===== src/verilog/fm_regs_pkg.sv =====
// fm_lite register map
// register addresses, busy length and timer constants

package fm_regs_pkg;

    // one byte per register, per-channel ones add the channel number
    typedef enum logic [7:0] {
        REG_TIMER_A   = 8'h24,
        REG_TIMER_B   = 8'h26,
        REG_TIMER_CTL = 8'h27,
        REG_KEY_ON    = 8'h28,
        REG_FNUM_LO   = 8'h30,
        REG_FNUM_HI   = 8'h34,
        REG_PAN       = 8'h38
    } reg_addr_e;

    localparam int BUSY_CYCLES = 4;     // clocks of busy after a data write
    localparam int BUSY_W = $clog2(BUSY_CYCLES + 1);

    localparam int TIMER_W = 8;         // both counters overflow at 255
    localparam int TIMER_B_PRESCALE = 16;
    localparam int PRE_W = $clog2(TIMER_B_PRESCALE);

endpackage


===== src/verilog/fm_voice_pkg.sv =====
// fm_lite voice and mixer definitions
// channel count, data widths and the accumulator states

package fm_voice_pkg;

    localparam int NUM_CH = 4;
    localparam int CH_W = $clog2(NUM_CH);
    localparam int PHASE_W = 12;
    localparam int FNUM_W = 10;
    localparam int TL_W = 3;            // attenuation, arithmetic shift amount
    localparam int PAN_W = 2;           // bit 1 left, bit 0 right
    localparam int SAMPLE_W = 8;        // signed channel sample
    localparam int MIX_W = 9;           // signed stereo output
    localparam int SUM_W = MIX_W + 2;   // running sum, never overflows
    localparam int MIX_MAX = 2**(MIX_W - 1) - 1;

    // sample FIFO sizing as used at the top level
    localparam int FIFO_DEPTH = 8;
    localparam int CNT_W = $clog2(FIFO_DEPTH + 1);

    typedef enum logic [1:0] {MIX_IDLE, MIX_ACC, MIX_OUT} mix_state_e;

endpackage


===== src/verilog/fm_mmr.sv =====
// fm_lite CPU port
// address latch, register file, busy counter and status byte
`timescale 1ns/10ps

module fm_mmr (
    input  logic                         clk,
    input  logic                         reset,
    input  logic [7:0]                   din,
    input  logic [1:0]                   addr,
    input  logic                         cs_n,
    input  logic                         wr_n,
    output logic [7:0]                   dout,
    input  logic                         flag_a,
    input  logic                         flag_b,
    output logic [fm_regs_pkg::TIMER_W-1:0] value_a,
    output logic [fm_regs_pkg::TIMER_W-1:0] value_b,
    output logic                         load_a,
    output logic                         load_b,
    output logic                         irq_en_a,
    output logic                         irq_en_b,
    output logic                         clr_a,
    output logic                         clr_b,
    output logic [fm_voice_pkg::NUM_CH-1:0][fm_voice_pkg::FNUM_W-1:0] fnum,
    output logic [fm_voice_pkg::NUM_CH-1:0][fm_voice_pkg::TL_W-1:0]   tl,
    output logic [fm_voice_pkg::NUM_CH-1:0]                           key_on,
    output logic [fm_voice_pkg::NUM_CH-1:0][fm_voice_pkg::PAN_W-1:0]  pan
);
    import fm_regs_pkg::*;
    import fm_voice_pkg::*;

    logic              write;
    logic              addr_wr;
    logic              data_wr;
    logic [7:0]        addr_q;      // latched register address
    logic [CH_W-1:0]   ch_sel;
    logic [7:0]        base;        // address with the channel bits masked
    logic [BUSY_W-1:0] busy_cnt;
    logic              busy;

    assign write   = !cs_n && !wr_n;
    assign addr_wr = write && (addr == 2'd0);
    assign data_wr = write && (addr == 2'd1);   // addr 2 and 3 ignored
    assign ch_sel  = addr_q[CH_W-1:0];
    assign base    = {addr_q[7:CH_W], {CH_W{1'b0}}};

    assign busy = (busy_cnt != '0);
    assign dout = {busy, 5'd0, flag_b, flag_a};

    always_ff @(posedge clk) begin
        if (reset) begin
            addr_q   <= '0;
            busy_cnt <= '0;
            value_a  <= '0;
            value_b  <= '0;
            {irq_en_b, irq_en_a, load_b, load_a} <= '0;
            clr_a    <= 1'b0;
            clr_b    <= 1'b0;
            key_on   <= '0;
            fnum     <= '0;
            tl       <= '0;
            pan      <= '0;
        end else begin
            clr_a <= 1'b0;      // flag clears last one cycle
            clr_b <= 1'b0;
            if (busy) busy_cnt <= busy_cnt - 1'b1;
            if (addr_wr) addr_q <= din;
            if (data_wr) begin
                busy_cnt <= BUSY_W'(BUSY_CYCLES);   // still accepted while busy
                case (addr_q)
                    REG_TIMER_A: value_a <= din;
                    REG_TIMER_B: value_b <= din;
                    REG_TIMER_CTL: begin
                        {irq_en_b, irq_en_a, load_b, load_a} <= din[3:0];
                        clr_a <= din[4];
                        clr_b <= din[5];
                    end
                    REG_KEY_ON: key_on <= din[NUM_CH-1:0];
                    default: begin
                        if (base == REG_FNUM_LO) fnum[ch_sel][7:0] <= din;
                        if (base == REG_FNUM_HI) begin
                            fnum[ch_sel][FNUM_W-1:8] <= din[FNUM_W-9:0];
                            tl[ch_sel] <= din[4 +: TL_W];
                        end
                        if (base == REG_PAN) pan[ch_sel] <= din[PAN_W-1:0];
                    end
                endcase
            end
        end
    end

endmodule


===== src/verilog/fm_timers.sv =====
// fm_lite timers A and B
// up-counting reload timers with flags and an active-low irq
`timescale 1ns/10ps

module fm_timers (
    input  logic                            clk,
    input  logic                            reset,
    input  logic                            cen,
    input  logic [fm_regs_pkg::TIMER_W-1:0] value_a,
    input  logic [fm_regs_pkg::TIMER_W-1:0] value_b,
    input  logic                            load_a,
    input  logic                            load_b,
    input  logic                            irq_en_a,
    input  logic                            irq_en_b,
    input  logic                            clr_a,
    input  logic                            clr_b,
    output logic                            flag_a,
    output logic                            flag_b,
    output logic                            irq_n
);
    import fm_regs_pkg::*;

    // index 0 is timer A, index 1 is timer B
    logic [1:0][TIMER_W-1:0] value;
    logic [1:0][TIMER_W-1:0] cnt;
    logic [1:0]              load;
    logic [1:0]              irq_en;
    logic [1:0]              clr;
    logic [1:0]              tick;
    logic [1:0]              flag;
    logic [PRE_W-1:0]        pre_b;
    logic                    pre_wrap;

    assign value  = {value_b, value_a};
    assign load   = {load_b, load_a};
    assign irq_en = {irq_en_b, irq_en_a};
    assign clr    = {clr_b, clr_a};

    assign pre_wrap = (pre_b == PRE_W'(TIMER_B_PRESCALE - 1));
    assign tick[0]  = cen && load_a;
    assign tick[1]  = cen && load_b && pre_wrap;   // every 16th cen

    always_ff @(posedge clk) begin
        if (reset) begin
            cnt   <= '0;
            flag  <= '0;
            pre_b <= '0;
        end else begin
            if (!load_b) pre_b <= '0;
            else if (cen) pre_b <= pre_wrap ? '0 : pre_b + 1'b1;
            for (int i = 0; i < 2; i++) begin
                if (clr[i]) flag[i] <= 1'b0;
                if (!load[i]) begin
                    cnt[i] <= value[i];     // stopped timers sit at their reload value
                end else if (tick[i]) begin
                    if (&cnt[i]) begin
                        cnt[i] <= value[i];
                        if (irq_en[i]) flag[i] <= 1'b1;
                    end else begin
                        cnt[i] <= cnt[i] + 1'b1;
                    end
                end
            end
        end
    end

    assign flag_a = flag[0];
    assign flag_b = flag[1];
    assign irq_n  = ~|flag;

endmodule


===== src/verilog/fm_tone_gen.sv =====
// fm_lite tone generator
// sawtooth channels pushed into the sample FIFO one frame at a time
`timescale 1ns/10ps

module fm_tone_gen (
    input  logic clk,
    input  logic reset,
    input  logic [fm_voice_pkg::NUM_CH-1:0][fm_voice_pkg::FNUM_W-1:0] fnum,
    input  logic [fm_voice_pkg::NUM_CH-1:0][fm_voice_pkg::TL_W-1:0]   tl,
    input  logic [fm_voice_pkg::NUM_CH-1:0]                           key_on,
    input  logic [fm_voice_pkg::CNT_W-1:0]                            fifo_count,
    output logic                                                      push,
    output logic signed [fm_voice_pkg::SAMPLE_W-1:0]                  sample_out
);
    import fm_voice_pkg::*;

    logic                                run;    // frame in progress
    logic [CH_W-1:0]                     ch;
    logic [NUM_CH-1:0][PHASE_W-1:0]      phase;
    logic                                room;
    logic signed [SAMPLE_W-1:0]          saw;
    logic signed [SAMPLE_W-1:0]          att;

    // a whole frame must fit, pops only add room
    assign room = (fifo_count <= CNT_W'(FIFO_DEPTH - NUM_CH));

    // top phase bits with the msb flipped give a signed ramp
    assign saw = {~phase[ch][PHASE_W-1], phase[ch][PHASE_W-2 -: SAMPLE_W-1]};
    assign att = saw >>> tl[ch];

    assign push       = run;
    assign sample_out = key_on[ch] ? att : '0;

    always_ff @(posedge clk) begin
        if (reset) begin
            run   <= 1'b0;
            ch    <= '0;
            phase <= '0;
        end else if (run) begin
            // key off parks the phase at 0 so key on restarts the ramp
            if (key_on[ch]) phase[ch] <= phase[ch] + PHASE_W'(fnum[ch]);
            else            phase[ch] <= '0;
            ch <= ch + 1'b1;
            if (ch == CH_W'(NUM_CH - 1)) run <= 1'b0;
        end else if (room) begin
            run <= 1'b1;
            ch  <= '0;
        end
    end

endmodule


===== src/verilog/fm_sample_fifo.sv =====
// fm_lite sample FIFO
// circular buffer between the tone generator and the mixer
`timescale 1ns/10ps

module fm_sample_fifo #(
    parameter int depth = 8
) (
    input  logic                                clk,
    input  logic                                reset,
    input  logic                                push,
    input  logic [fm_voice_pkg::SAMPLE_W-1:0]   din,
    input  logic                                pop,
    output logic [fm_voice_pkg::SAMPLE_W-1:0]   dout,
    output logic [$clog2(depth+1)-1:0]          count,
    output logic                                empty
);
    import fm_voice_pkg::*;

    localparam int PTR_W = $clog2(depth);

    logic [SAMPLE_W-1:0] mem [depth];
    logic [PTR_W-1:0]    wr_ptr;
    logic [PTR_W-1:0]    rd_ptr;
    logic                do_push;
    logic                do_pop;

    // pointers wrap at depth, not only powers of two
    function automatic logic [PTR_W-1:0] next_ptr(input logic [PTR_W-1:0] p);
        return (p == PTR_W'(depth - 1)) ? '0 : p + 1'b1;
    endfunction

    assign empty   = (count == '0);
    assign do_push = push && (count < depth);
    assign do_pop  = pop && !empty;
    assign dout    = mem[rd_ptr];       // show-ahead read

    always_ff @(posedge clk) begin
        if (do_push) mem[wr_ptr] <= din;
    end

    always_ff @(posedge clk) begin
        if (reset) begin
            wr_ptr <= '0;
            rd_ptr <= '0;
            count  <= '0;
        end else begin
            if (do_push) wr_ptr <= next_ptr(wr_ptr);
            if (do_pop)  rd_ptr <= next_ptr(rd_ptr);
            case ({do_push, do_pop})
                2'b10:   count <= count + 1'b1;
                2'b01:   count <= count - 1'b1;
                default: count <= count;
            endcase
        end
    end

endmodule


===== src/verilog/fm_acc.sv =====
// fm_lite stereo accumulator
// pops one frame at cen rate, pans, sums and limits into left and right
`timescale 1ns/10ps

module fm_acc (
    input  logic                                 clk,
    input  logic                                 reset,
    input  logic                                 cen,
    input  logic                                 empty,
    input  logic signed [fm_voice_pkg::SAMPLE_W-1:0] sample_in,
    input  logic [fm_voice_pkg::NUM_CH-1:0][fm_voice_pkg::PAN_W-1:0] pan,
    input  logic                                 limiter_en,
    output logic                                 pop,
    output logic signed [fm_voice_pkg::MIX_W-1:0] snd_left,
    output logic signed [fm_voice_pkg::MIX_W-1:0] snd_right,
    output logic                                 snd_sample
);
    import fm_voice_pkg::*;

    mix_state_e              state;
    logic [CH_W-1:0]         ch;
    logic signed [SUM_W-1:0] smp;
    logic signed [SUM_W-1:0] sum_l, sum_r;
    logic signed [SUM_W-1:0] nxt_l, nxt_r;

    // saturate with the limiter, otherwise wrap to the output width
    function automatic logic signed [MIX_W-1:0] limit(input logic signed [SUM_W-1:0] s,
                                                      input logic en);
        if (en && s > MIX_MAX)
            return MIX_W'(MIX_MAX);
        else if (en && s < -MIX_MAX - 1)
            return {1'b1, {(MIX_W-1){1'b0}}};
        else
            return s[MIX_W-1:0];
    endfunction

    assign pop   = cen && !empty;
    assign smp   = SUM_W'(sample_in);   // sign extended
    assign nxt_l = sum_l + (pan[ch][1] ? smp : '0);
    assign nxt_r = sum_r + (pan[ch][0] ? smp : '0);

    assign snd_sample = (state == MIX_OUT);

    always_ff @(posedge clk) begin
        if (reset) begin
            state     <= MIX_IDLE;
            ch        <= '0;
            sum_l     <= '0;
            sum_r     <= '0;
            snd_left  <= '0;
            snd_right <= '0;
        end else if (pop) begin
            if (ch == CH_W'(NUM_CH - 1)) begin  // last channel closes the frame
                state     <= MIX_OUT;
                ch        <= '0;
                sum_l     <= '0;
                sum_r     <= '0;
                snd_left  <= limit(nxt_l, limiter_en);
                snd_right <= limit(nxt_r, limiter_en);
            end else begin
                state <= MIX_ACC;
                ch    <= ch + 1'b1;
                sum_l <= nxt_l;
                sum_r <= nxt_r;
            end
        end else if (state == MIX_OUT) begin
            state <= MIX_IDLE;      // one clock strobe
        end
    end

endmodule


===== src/verilog/fm_top.sv =====
// fm_lite top level
// CPU port and timers, tone generator feeding the mixer through a FIFO
`timescale 1ns/10ps

module fm_top (
    input  logic                                   clk,
    input  logic                                   reset,
    input  logic                                   cen,
    input  logic [7:0]                             din,
    input  logic [1:0]                             addr,
    input  logic                                   cs_n,
    input  logic                                   wr_n,
    input  logic                                   limiter_en,
    output logic [7:0]                             dout,
    output logic                                   irq_n,
    output logic signed [fm_voice_pkg::MIX_W-1:0]  snd_left,
    output logic signed [fm_voice_pkg::MIX_W-1:0]  snd_right,
    output logic                                   snd_sample
);
    import fm_regs_pkg::*;
    import fm_voice_pkg::*;

    // timers
    logic [TIMER_W-1:0] value_a, value_b;
    logic               load_a, load_b;
    logic               irq_en_a, irq_en_b;
    logic               clr_a, clr_b;
    logic               flag_a, flag_b;
    // channels
    logic [NUM_CH-1:0][FNUM_W-1:0] fnum;
    logic [NUM_CH-1:0][TL_W-1:0]   tl;
    logic [NUM_CH-1:0]             key_on;
    logic [NUM_CH-1:0][PAN_W-1:0]  pan;
    // sample path
    logic                       push, pop, fifo_empty;
    logic signed [SAMPLE_W-1:0] gen_sample;
    logic [SAMPLE_W-1:0]        fifo_dout;
    logic [CNT_W-1:0]           fifo_count;

    fm_mmr u_mmr (
        .clk        ( clk       ),
        .reset      ( reset     ),
        .din        ( din       ),
        .addr       ( addr      ),
        .cs_n       ( cs_n      ),
        .wr_n       ( wr_n      ),
        .dout       ( dout      ),
        .flag_a     ( flag_a    ),
        .flag_b     ( flag_b    ),
        .value_a    ( value_a   ),
        .value_b    ( value_b   ),
        .load_a     ( load_a    ),
        .load_b     ( load_b    ),
        .irq_en_a   ( irq_en_a  ),
        .irq_en_b   ( irq_en_b  ),
        .clr_a      ( clr_a     ),
        .clr_b      ( clr_b     ),
        .fnum       ( fnum      ),
        .tl         ( tl        ),
        .key_on     ( key_on    ),
        .pan        ( pan       )
    );

    fm_timers u_timers (
        .clk        ( clk       ),
        .reset      ( reset     ),
        .cen        ( cen       ),
        .value_a    ( value_a   ),
        .value_b    ( value_b   ),
        .load_a     ( load_a    ),
        .load_b     ( load_b    ),
        .irq_en_a   ( irq_en_a  ),
        .irq_en_b   ( irq_en_b  ),
        .clr_a      ( clr_a     ),
        .clr_b      ( clr_b     ),
        .flag_a     ( flag_a    ),
        .flag_b     ( flag_b    ),
        .irq_n      ( irq_n     )
    );

    fm_tone_gen u_tone_gen (
        .clk        ( clk        ),
        .reset      ( reset      ),
        .fnum       ( fnum       ),
        .tl         ( tl         ),
        .key_on     ( key_on     ),
        .fifo_count ( fifo_count ),
        .push       ( push       ),
        .sample_out ( gen_sample )
    );

    fm_sample_fifo #(.depth(FIFO_DEPTH)) u_fifo (
        .clk        ( clk        ),
        .reset      ( reset      ),
        .push       ( push       ),
        .din        ( gen_sample ),
        .pop        ( pop        ),
        .dout       ( fifo_dout  ),
        .count      ( fifo_count ),
        .empty      ( fifo_empty )
    );

    fm_acc u_acc (
        .clk        ( clk        ),
        .reset      ( reset      ),
        .cen        ( cen        ),  // sets the output sample rate
        .empty      ( fifo_empty ),
        .sample_in  ( fifo_dout  ),
        .pan        ( pan        ),
        .limiter_en ( limiter_en ),
        .pop        ( pop        ),
        .snd_left   ( snd_left   ),
        .snd_right  ( snd_right  ),
        .snd_sample ( snd_sample )
    );

endmodule


===== config.mk =====
export PLATFORM = sky130hd
export DESIGN_NAME = fm_top
export DESIGN_NICKNAME = d
export VERILOG_FILES = /design/src/verilog/fm_regs_pkg.sv /design/src/verilog/fm_voice_pkg.sv /design/src/verilog/fm_mmr.sv /design/src/verilog/fm_timers.sv /design/src/verilog/fm_tone_gen.sv /design/src/verilog/fm_sample_fifo.sv /design/src/verilog/fm_acc.sv /design/src/verilog/fm_top.sv
export SDC_FILE = /design/constraint.sdc
export NUM_CORES = 1
export LEC_CHECK = 0
export BUFFER_PORTS_ARGS = -buffer_cell sky130_fd_sc_hd__buf_4
export CORE_AREA = 2 2 247 127
export CTS_CLUSTER_SIZE = 40
export DETAILED_ROUTE_END_ITERATION = 7
export DIE_AREA = 0 0 249 129
export PLACE_DENSITY = 0.68
export REMOVE_ABC_BUFFERS = 1
export SLEW_MARGIN = 25
export SYNTH_ARGS = -nofsm -noshare
export SYNTH_HDL_FRONTEND = slang
export SYNTH_HIERARCHICAL = 1
export SYNTH_SLANG_ARGS = --single-unit

===== constraint.sdc =====
create_clock -name clk -period 4.25 [get_ports clk]
set_clock_uncertainty 0.2 [all_clocks]
set_input_delay 0.85 -clock clk [delete_from_list [all_inputs] [get_ports clk]]
set_output_delay 0.85 -clock clk [all_outputs]
set_load 0.005 [all_outputs]

==> results of run 1 <==
## layout by cell type (no fill, tap or decap), types with 29 or more instances in the layout
cell,Yosys,final
nor2_1,133,133
a21oi_1,77,76
buf_4,11,65
nand2b_1,105,105
mux2i_1,107,107
dfxtp_1,227,224
edfxtp_1,64,64
ha_1,48,48
nand2_1,79,79
nand4_1,30,30
clkbuf_16,0,29
o21ai_0,39,39
nand3_1,47,47
## kinds of logic after synthesis
kind of cell               count (synthesis)  share of synthesized area
DFF                                      291                      0.437
adders and majority gates                 51                     0.0446
xor gates and xnor gates                  31                     0.0194
buffers and inverters                    112                     0.0369
muxes                                    165                      0.154
and+or+nand+nor                          517                      0.195
other                                      1                   0.000253
AOI/OAI and AO/OA                        251                      0.113
## cell type report
type                       instances  area [µm²]  area share
multi-input combinational       1020        7880       0.480
sequential                       291        6470       0.394
clock buffer                      33         761      0.0464
timing repair buffer              68         539      0.0329
tap                              399         499      0.0304
clock inverter                    17         171      0.0105
inverter                          22        82.6     0.00503
## layer usage
layer	vias up	part of all wire	global-route usage
met3	47	0.087	0.0486
met5	-	0	0
met1	5242	0.52	0.355
li1	5215	-	-
met2	387	0.38	0.286
met4	0	0.013	0.0374
## final timing paths
path	start	to	cells past startpoint
worst max-delay path	register	u_acc/snd_left[6]$_SDFFE_PP0P_	13
worst min-delay path	u_acc/snd_left[8]$_SDFFE_PP0P_	u_acc/snd_left[8]$_SDFFE_PP0P_	2
worst max register to register	register	u_acc/snd_left[6]$_SDFFE_PP0P_	13
worst min register to register	u_acc/snd_left[8]$_SDFFE_PP0P_	u_acc/snd_left[8]$_SDFFE_PP0P_	2
## critical path, cell delays in order (launching register included)
cell and delay [ns]:
dfxtp_2 0.39, buf_12 0.17, mux4_1 0.55, mux2_2 0.31, and2_1 0.19, fa_2 0.39, a21oi_2 0.17, o211ai_1 0.20
o41ai_2 0.40, xor2_1 0.14, buf_4 0.17, o311ai_4 0.37, nand2_1 0.14, a211oi_2 0.24
## timing repair
item	CTS	global route
resized for setup	3	9
setup buffers	1	2
setup endpoints to repair	16	16
cloned	0	0
pin swaps	1	7
## report_power, final
| group | internal (mW) | leakage, nW | switching [mW] |
|---|---|---|---|
| logic | 0.269 | 3.59 | 0.402 |
| registers | 2.89 | 2.45 | 0.0766 |
| clock network | 1.42 | 0.440 | 1.12 |
## sequential cells by signal, indices dropped and copies added, names as in the netlist, 8 cells and up, named ones only
register and count:
u_tone_gen/phase 48, u_mmr/tl 12, u_timers/cnt 16, u_acc/snd_right 9, u_mmr/addr_q 8, u_acc/snd_left 9, u_mmr/pan 8, u_mmr/value_b 8
u_acc/sum_r 11, u_mmr/fnum 40, u_mmr/value_a 8, u_fifo/mem 64, u_acc/sum_l 11
## stage by stage
step	hold WS [ns]	power (mW)	worst slack, ns
floorplan	0.226	3.41	0.0335
global placement	0.239	3.66	0.0221
detailed placement	0.248	3.68	-0.123
CTS	0.257	6.22	0.0519
global route	0.275	6.41	-0.00925
finish	0.255	6.17	0.137
==> results.yml, run 1 <==
floorplan:
  design.core.area_um2: 29900
  start_util: 0.495
  ios: 44
  std_cell_rows: 45
  die_x_um: 249
  die-area_um2: 32100
  die_h_um: 129
final_layout:
  design_area_um2: 16400
  fin_nets: 1497
  final_cells: 1850
  fin_util: 0.549
  fillers: 2551
  drive_gt1_frac: 0.150
  n_antenna_cell: 0
  area_growth_pct: 10.8
timing:
  setup_tns_ns: 0
  max_freq_mhz: 243
  report.final.slew_viol_count: 0
  setup_viol: 0
  period_needed_ns: 4.11
  tightestPinTransition_ns: 0.901
  period_share: 0.968
  maxSlewHeadroom: 0.397
  hold_viol_final: 0
routing:
  dr.first_iter.drc_count: 1024
  finalWirelength_mm: 35.2
  post_drt_wl_per_cell_um: 19.0
  route.vias.total: 10891
  via_per_inst: 5.89
  ant_nets: 0
  drt_pass1_iterations: 5
  drc: 0
logic_synthesis:
  synth_top_area_cell: "dfxtp_1"
  syn_area_per_cell_um2: 10.4
  yosysTopAreaCellShare: 0.307
  synth-edff-count: 64
  synthFlopType: "dfxtp_1"
  yosys-top-cells-count: "dfxtp_1, nor2_1, mux2i_1"
  async_flop_share: 0
  yosys.cell_count.top_type: "dfxtp_1"
  ys_ff_latch: 291
  synth_seq_area_share: 0.437
  synth_area_um2: 14800
  ys_warn_count: 6
  syn_inst: 1419
  yosysUniqueCellTypes: 87
  synth_area_leaders: "dfxtp_1, edfxtp_1, mux2i_1, nand2b_1, ha_1"
setup_path:
  critPathLaunchType: "register"
  r2r_slack_ns: 0.14
  path_class: "register to register"
  path_max_fanout: 14
  required_ns: 4.53
  end_kind: "register"
  crit_arrival_ns: 4.39
placement:
  gp_congestion: 0.905
  place_inst: 1797
  dp_hpwl_mm: 24.8
  placed_area_um2: 15400
  port_buffers: 38
run:
  drv_cap: 0
hold_path:
  min_path_type: "register to register"
power_and_ir_drop:
  leakage_nw: 6.48
  powerDensity_nw_per_um2: 376
  ir_drop_uv: 278
cts:
  numClockSinks: 291
  clkTransAtPathRegs_ns: 0.07
  htreeDepth: 1
  clockBufferDepth: 3
  cts_tree: "yes"
  cts_hold_buf: 0
  clock-root-buffer: "clkbuf_16"
  cts_buffers: 27
  clkLatencyLatePin_ns: 0.56
global_routing:
  antenna_found_initial: 0
  grt_overflow_total: 0
  grt_pass1_wl_mm: 56.0
  track_usage: 0.217
  grt_pass1_vias: 10009
  grt_max_degree: 77
outcome:
  status: "completed"
Note: power is estimated with default switching activity, not from simulation.
==> run 2: changes to the inputs <==
--- a/config.mk
+++ b/config.mk
@@ -6,11 +6,10 @@
 export NUM_CORES = 1
 export LEC_CHECK = 0
 export BUFFER_PORTS_ARGS = -buffer_cell sky130_fd_sc_hd__buf_4
-export CORE_AREA = 2 2 247 127
+export CORE_AREA = 2 2 276 142
 export CTS_CLUSTER_SIZE = 40
 export DETAILED_ROUTE_END_ITERATION = 7
-export DIE_AREA = 0 0 249 129
-export PLACE_DENSITY = 0.68
+export DIE_AREA = 0 0 278 144
 export REMOVE_ABC_BUFFERS = 1
 export SLEW_MARGIN = 25
 export SYNTH_ARGS = -nofsm -noshare
==> run 2 against run 1 <==
Clock power increased by 2%. Final cell count is 5.9% higher. Register-to-register slack gained 0.02 ns. Sequential share of layout area down 0.41 points. Hold slack worse by 0.00091 ns. Highest routed layer unchanged. Critical path depth decreased by 1. Combinational power hardly changed. First-iteration DRC count is 14% lower. Global-route usage fell by 3.7 points. Final area grew 1.0%. Worst setup slack gained 0.016 ns. Routed wire length up 3.6%. Largest power group unchanged.
==> results.yml, run 2 (synthesized netlist as in run 1, its figures left out) <==
final_layout:
  fillers: 3547
  area_growth_pct: 12.0
  design_area_um2: 16600
  drive_gt1_frac: 0.147
  layout_common_cells: "dfxtp_1, nor2_1, mux2i_1"
  seq_area_um2: 6470
  top_regs: "u_fifo/mem: 64 flops, u_tone_gen/phase: 48 flops, u_mmr/fnum: 40 flops"
  regMostFlops: "u_fifo/mem"
  fin_nets: 1502
  fin_util: 0.437
  multi_input_area_um2: 7880
  mostFrequentLayoutCell: "dfxtp_1"
  largest_reg_flops: 64
  n_antenna_cell: 0
setup_path:
  r2r_slack_ns: 0.15
  end_kind: "register"
  critPathLaunchType: "register"
  critical_path.max_stage_delay_ns: 0.56
  critPathBufInv: 1
  crit_arrival_ns: 4.39
  reg2reg_to: "u_acc/snd_right[4]$_SDFFE_PP0P_"
  required_ns: 4.54
  crit_path_top_delay_cell: "mux4_1"
  path_max_fanout: 8
  r2r_cells: 12
  path_cells: "buf_6 -> mux4_1 -> mux2_2 -> and2_2 -> fa_2 -> a21o_1 -> a2111oi_4 -> o21ai_1 -> and3_4 -> or2_4 -> o31a_4 -> a211oi_2"
  crit_family: "compound AO/OA/AOI/OAI gates"
  path_class: "register to register"
cts:
  clkLatencyLatePin_ns: 0.57
  cts_buffers: 27
  cts_tree: "yes"
  htreeDepth: 1
  clock-root-buffer: "clkbuf_16"
  cts_hold_buf: 0
  clockBufferDepth: 3
  clkTransAtPathRegs_ns: 0.07
  numClockSinks: 291
global_routing:
  track_usage: 0.180
  antenna_found_initial: 0
  grt_pass1_wl_mm: 57.3
  grt_overflow_total: 0
  grt_max_degree: 104
  grt_pass1_vias: 10128
timing:
  tightestPinTransition_ns: 1.10
  period_share: 0.964
  setup_viol: 0
  max_freq_mhz: 244
  rsz0062_at_grt: "false"
  setup_tns_ns: 0
  finalWorstSetupSlack_ns: 0.153
  hold_viol_final: 0
  period_needed_ns: 4.10
  maxSlewHeadroom: 0.264
  report.final.slew_viol_count: 0
floorplan:
  design.core.area_um2: 38000
  ios: 44
  die_h_um: 144
  std_cell_rows: 51
  start_util: 0.390
  die_x_um: 278
  die-area_um2: 40000
routing:
  finalWirelength_mm: 36.5
  via_per_inst: 5.52
  dr.first_iter.drc_count: 881
  route.vias.total: 10823
  drc: 0
  ant_nets: 0
  drt_pass1_iterations: 5
  post_drt_wl_per_cell_um: 18.6
placement:
  placed_area_um2: 15500
  port_buffers: 38
  gp_congestion: 0.882
  post-place-ws_ns: -0.00412
  dp_hpwl_mm: 25.4
hold_path:
  holdPathEnd: "u_tone_gen/phase[38]$_SDFFE_PP0P_"
  min_from: "u_tone_gen/phase[38]$_SDFFE_PP0P_"
  min_path_type: "register to register"
  hold_depth: 2
power_and_ir_drop:
  ir_drop_uv: 315
  leakage_nw: 6.52
  powerDensity_nw_per_um2: 376
run:
  drv_cap: 0
outcome:
  status: "completed"
## run 2: changes by cell type in the layout (fill, tap and decap cells not counted), moves of 3 or more
| cell | change |
|---|---|
| buf_4 | +5 |
| clkbuf_1 | +3 |
| clkinv_1 | +3 |
| clkinvlp_4 | -5 |
## run 2: worst max path at each step
stage,end,slack [ns],cells past startpoint
2_1_floorplan,u_acc/snd_right[0]$_SDFFE_PP0P_,0.03,12
3_3_place_gp,u_acc/snd_left[3]$_SDFFE_PP0P_,0.06,12
3_5_place_dp,u_acc/snd_right[3]$_SDFFE_PP0P_,-0.004,12
4_1_cts,u_acc/snd_left[2]$_SDFFE_PP0P_,0.03,13
5_1_grt,u_acc/snd_right[0]$_SDFFE_PP0P_,0.003,13
6_report,u_acc/snd_right[4]$_SDFFE_PP0P_,0.15,12
## run 2: timing repair
item	in CTS	in global routing
pin swaps	1	2
buffers inserted	1	1
setup endpoints to repair	15	16
gates cloned	0	0
endpoints found under the hold margin	0	0
resized for setup	2	8
## run 2: power breakdown
group          internal [mW]  switching, mW
Sequential              2.89         0.0805
Combinational          0.271          0.397
Clock                   1.49           1.11
## run 2: metrics by stage
| stage | hold slack (ns) | std cells | power, mW |
|---|---|---|---|
| finish | 0.254 | 1959 | 6.24 |
| detailed placement | 0.244 | 1907 | 3.69 |
| global route | 0.280 | 1959 | 6.49 |
| global placement | 0.241 | 1907 | 3.67 |
| floorplan | 0.226 | 1333 | 3.41 |
| CTS | 0.253 | 1958 | 6.30 |
## run 2: cell type report
| type | count | area share |
|---|---|---|
| Multi-Input combinational cell | 1020 | 0.476 |
| Sequential cell | 291 | 0.390 |
| Clock buffer | 35 | 0.0451 |
| Tap cell | 503 | 0.0380 |
| Timing Repair Buffer | 73 | 0.0343 |
| Clock inverter | 15 | 0.0116 |
| Inverter | 22 | 0.00498 |
## run 2: worst reg2reg max path: stages, from the launching register on
cell       delay, ns
dfxtp_2         0.37
buf_6           0.16
mux4_1          0.57
mux2_2          0.33
and2_2          0.21
fa_2            0.39
a21o_1          0.21
a2111oi_4       0.45
o21ai_1         0.14
and3_4          0.20
or2_4           0.24
o31a_4          0.35
a211oi_2        0.20
## run 2: per-layer routing
metal  GRT usage  up-vias  share of wire
li1            -     5235              -
met1       0.285     5286           0.53
met2       0.252      265           0.39
met3      0.0380       37          0.065
met4      0.0262        0          0.013
met5           0        -              0
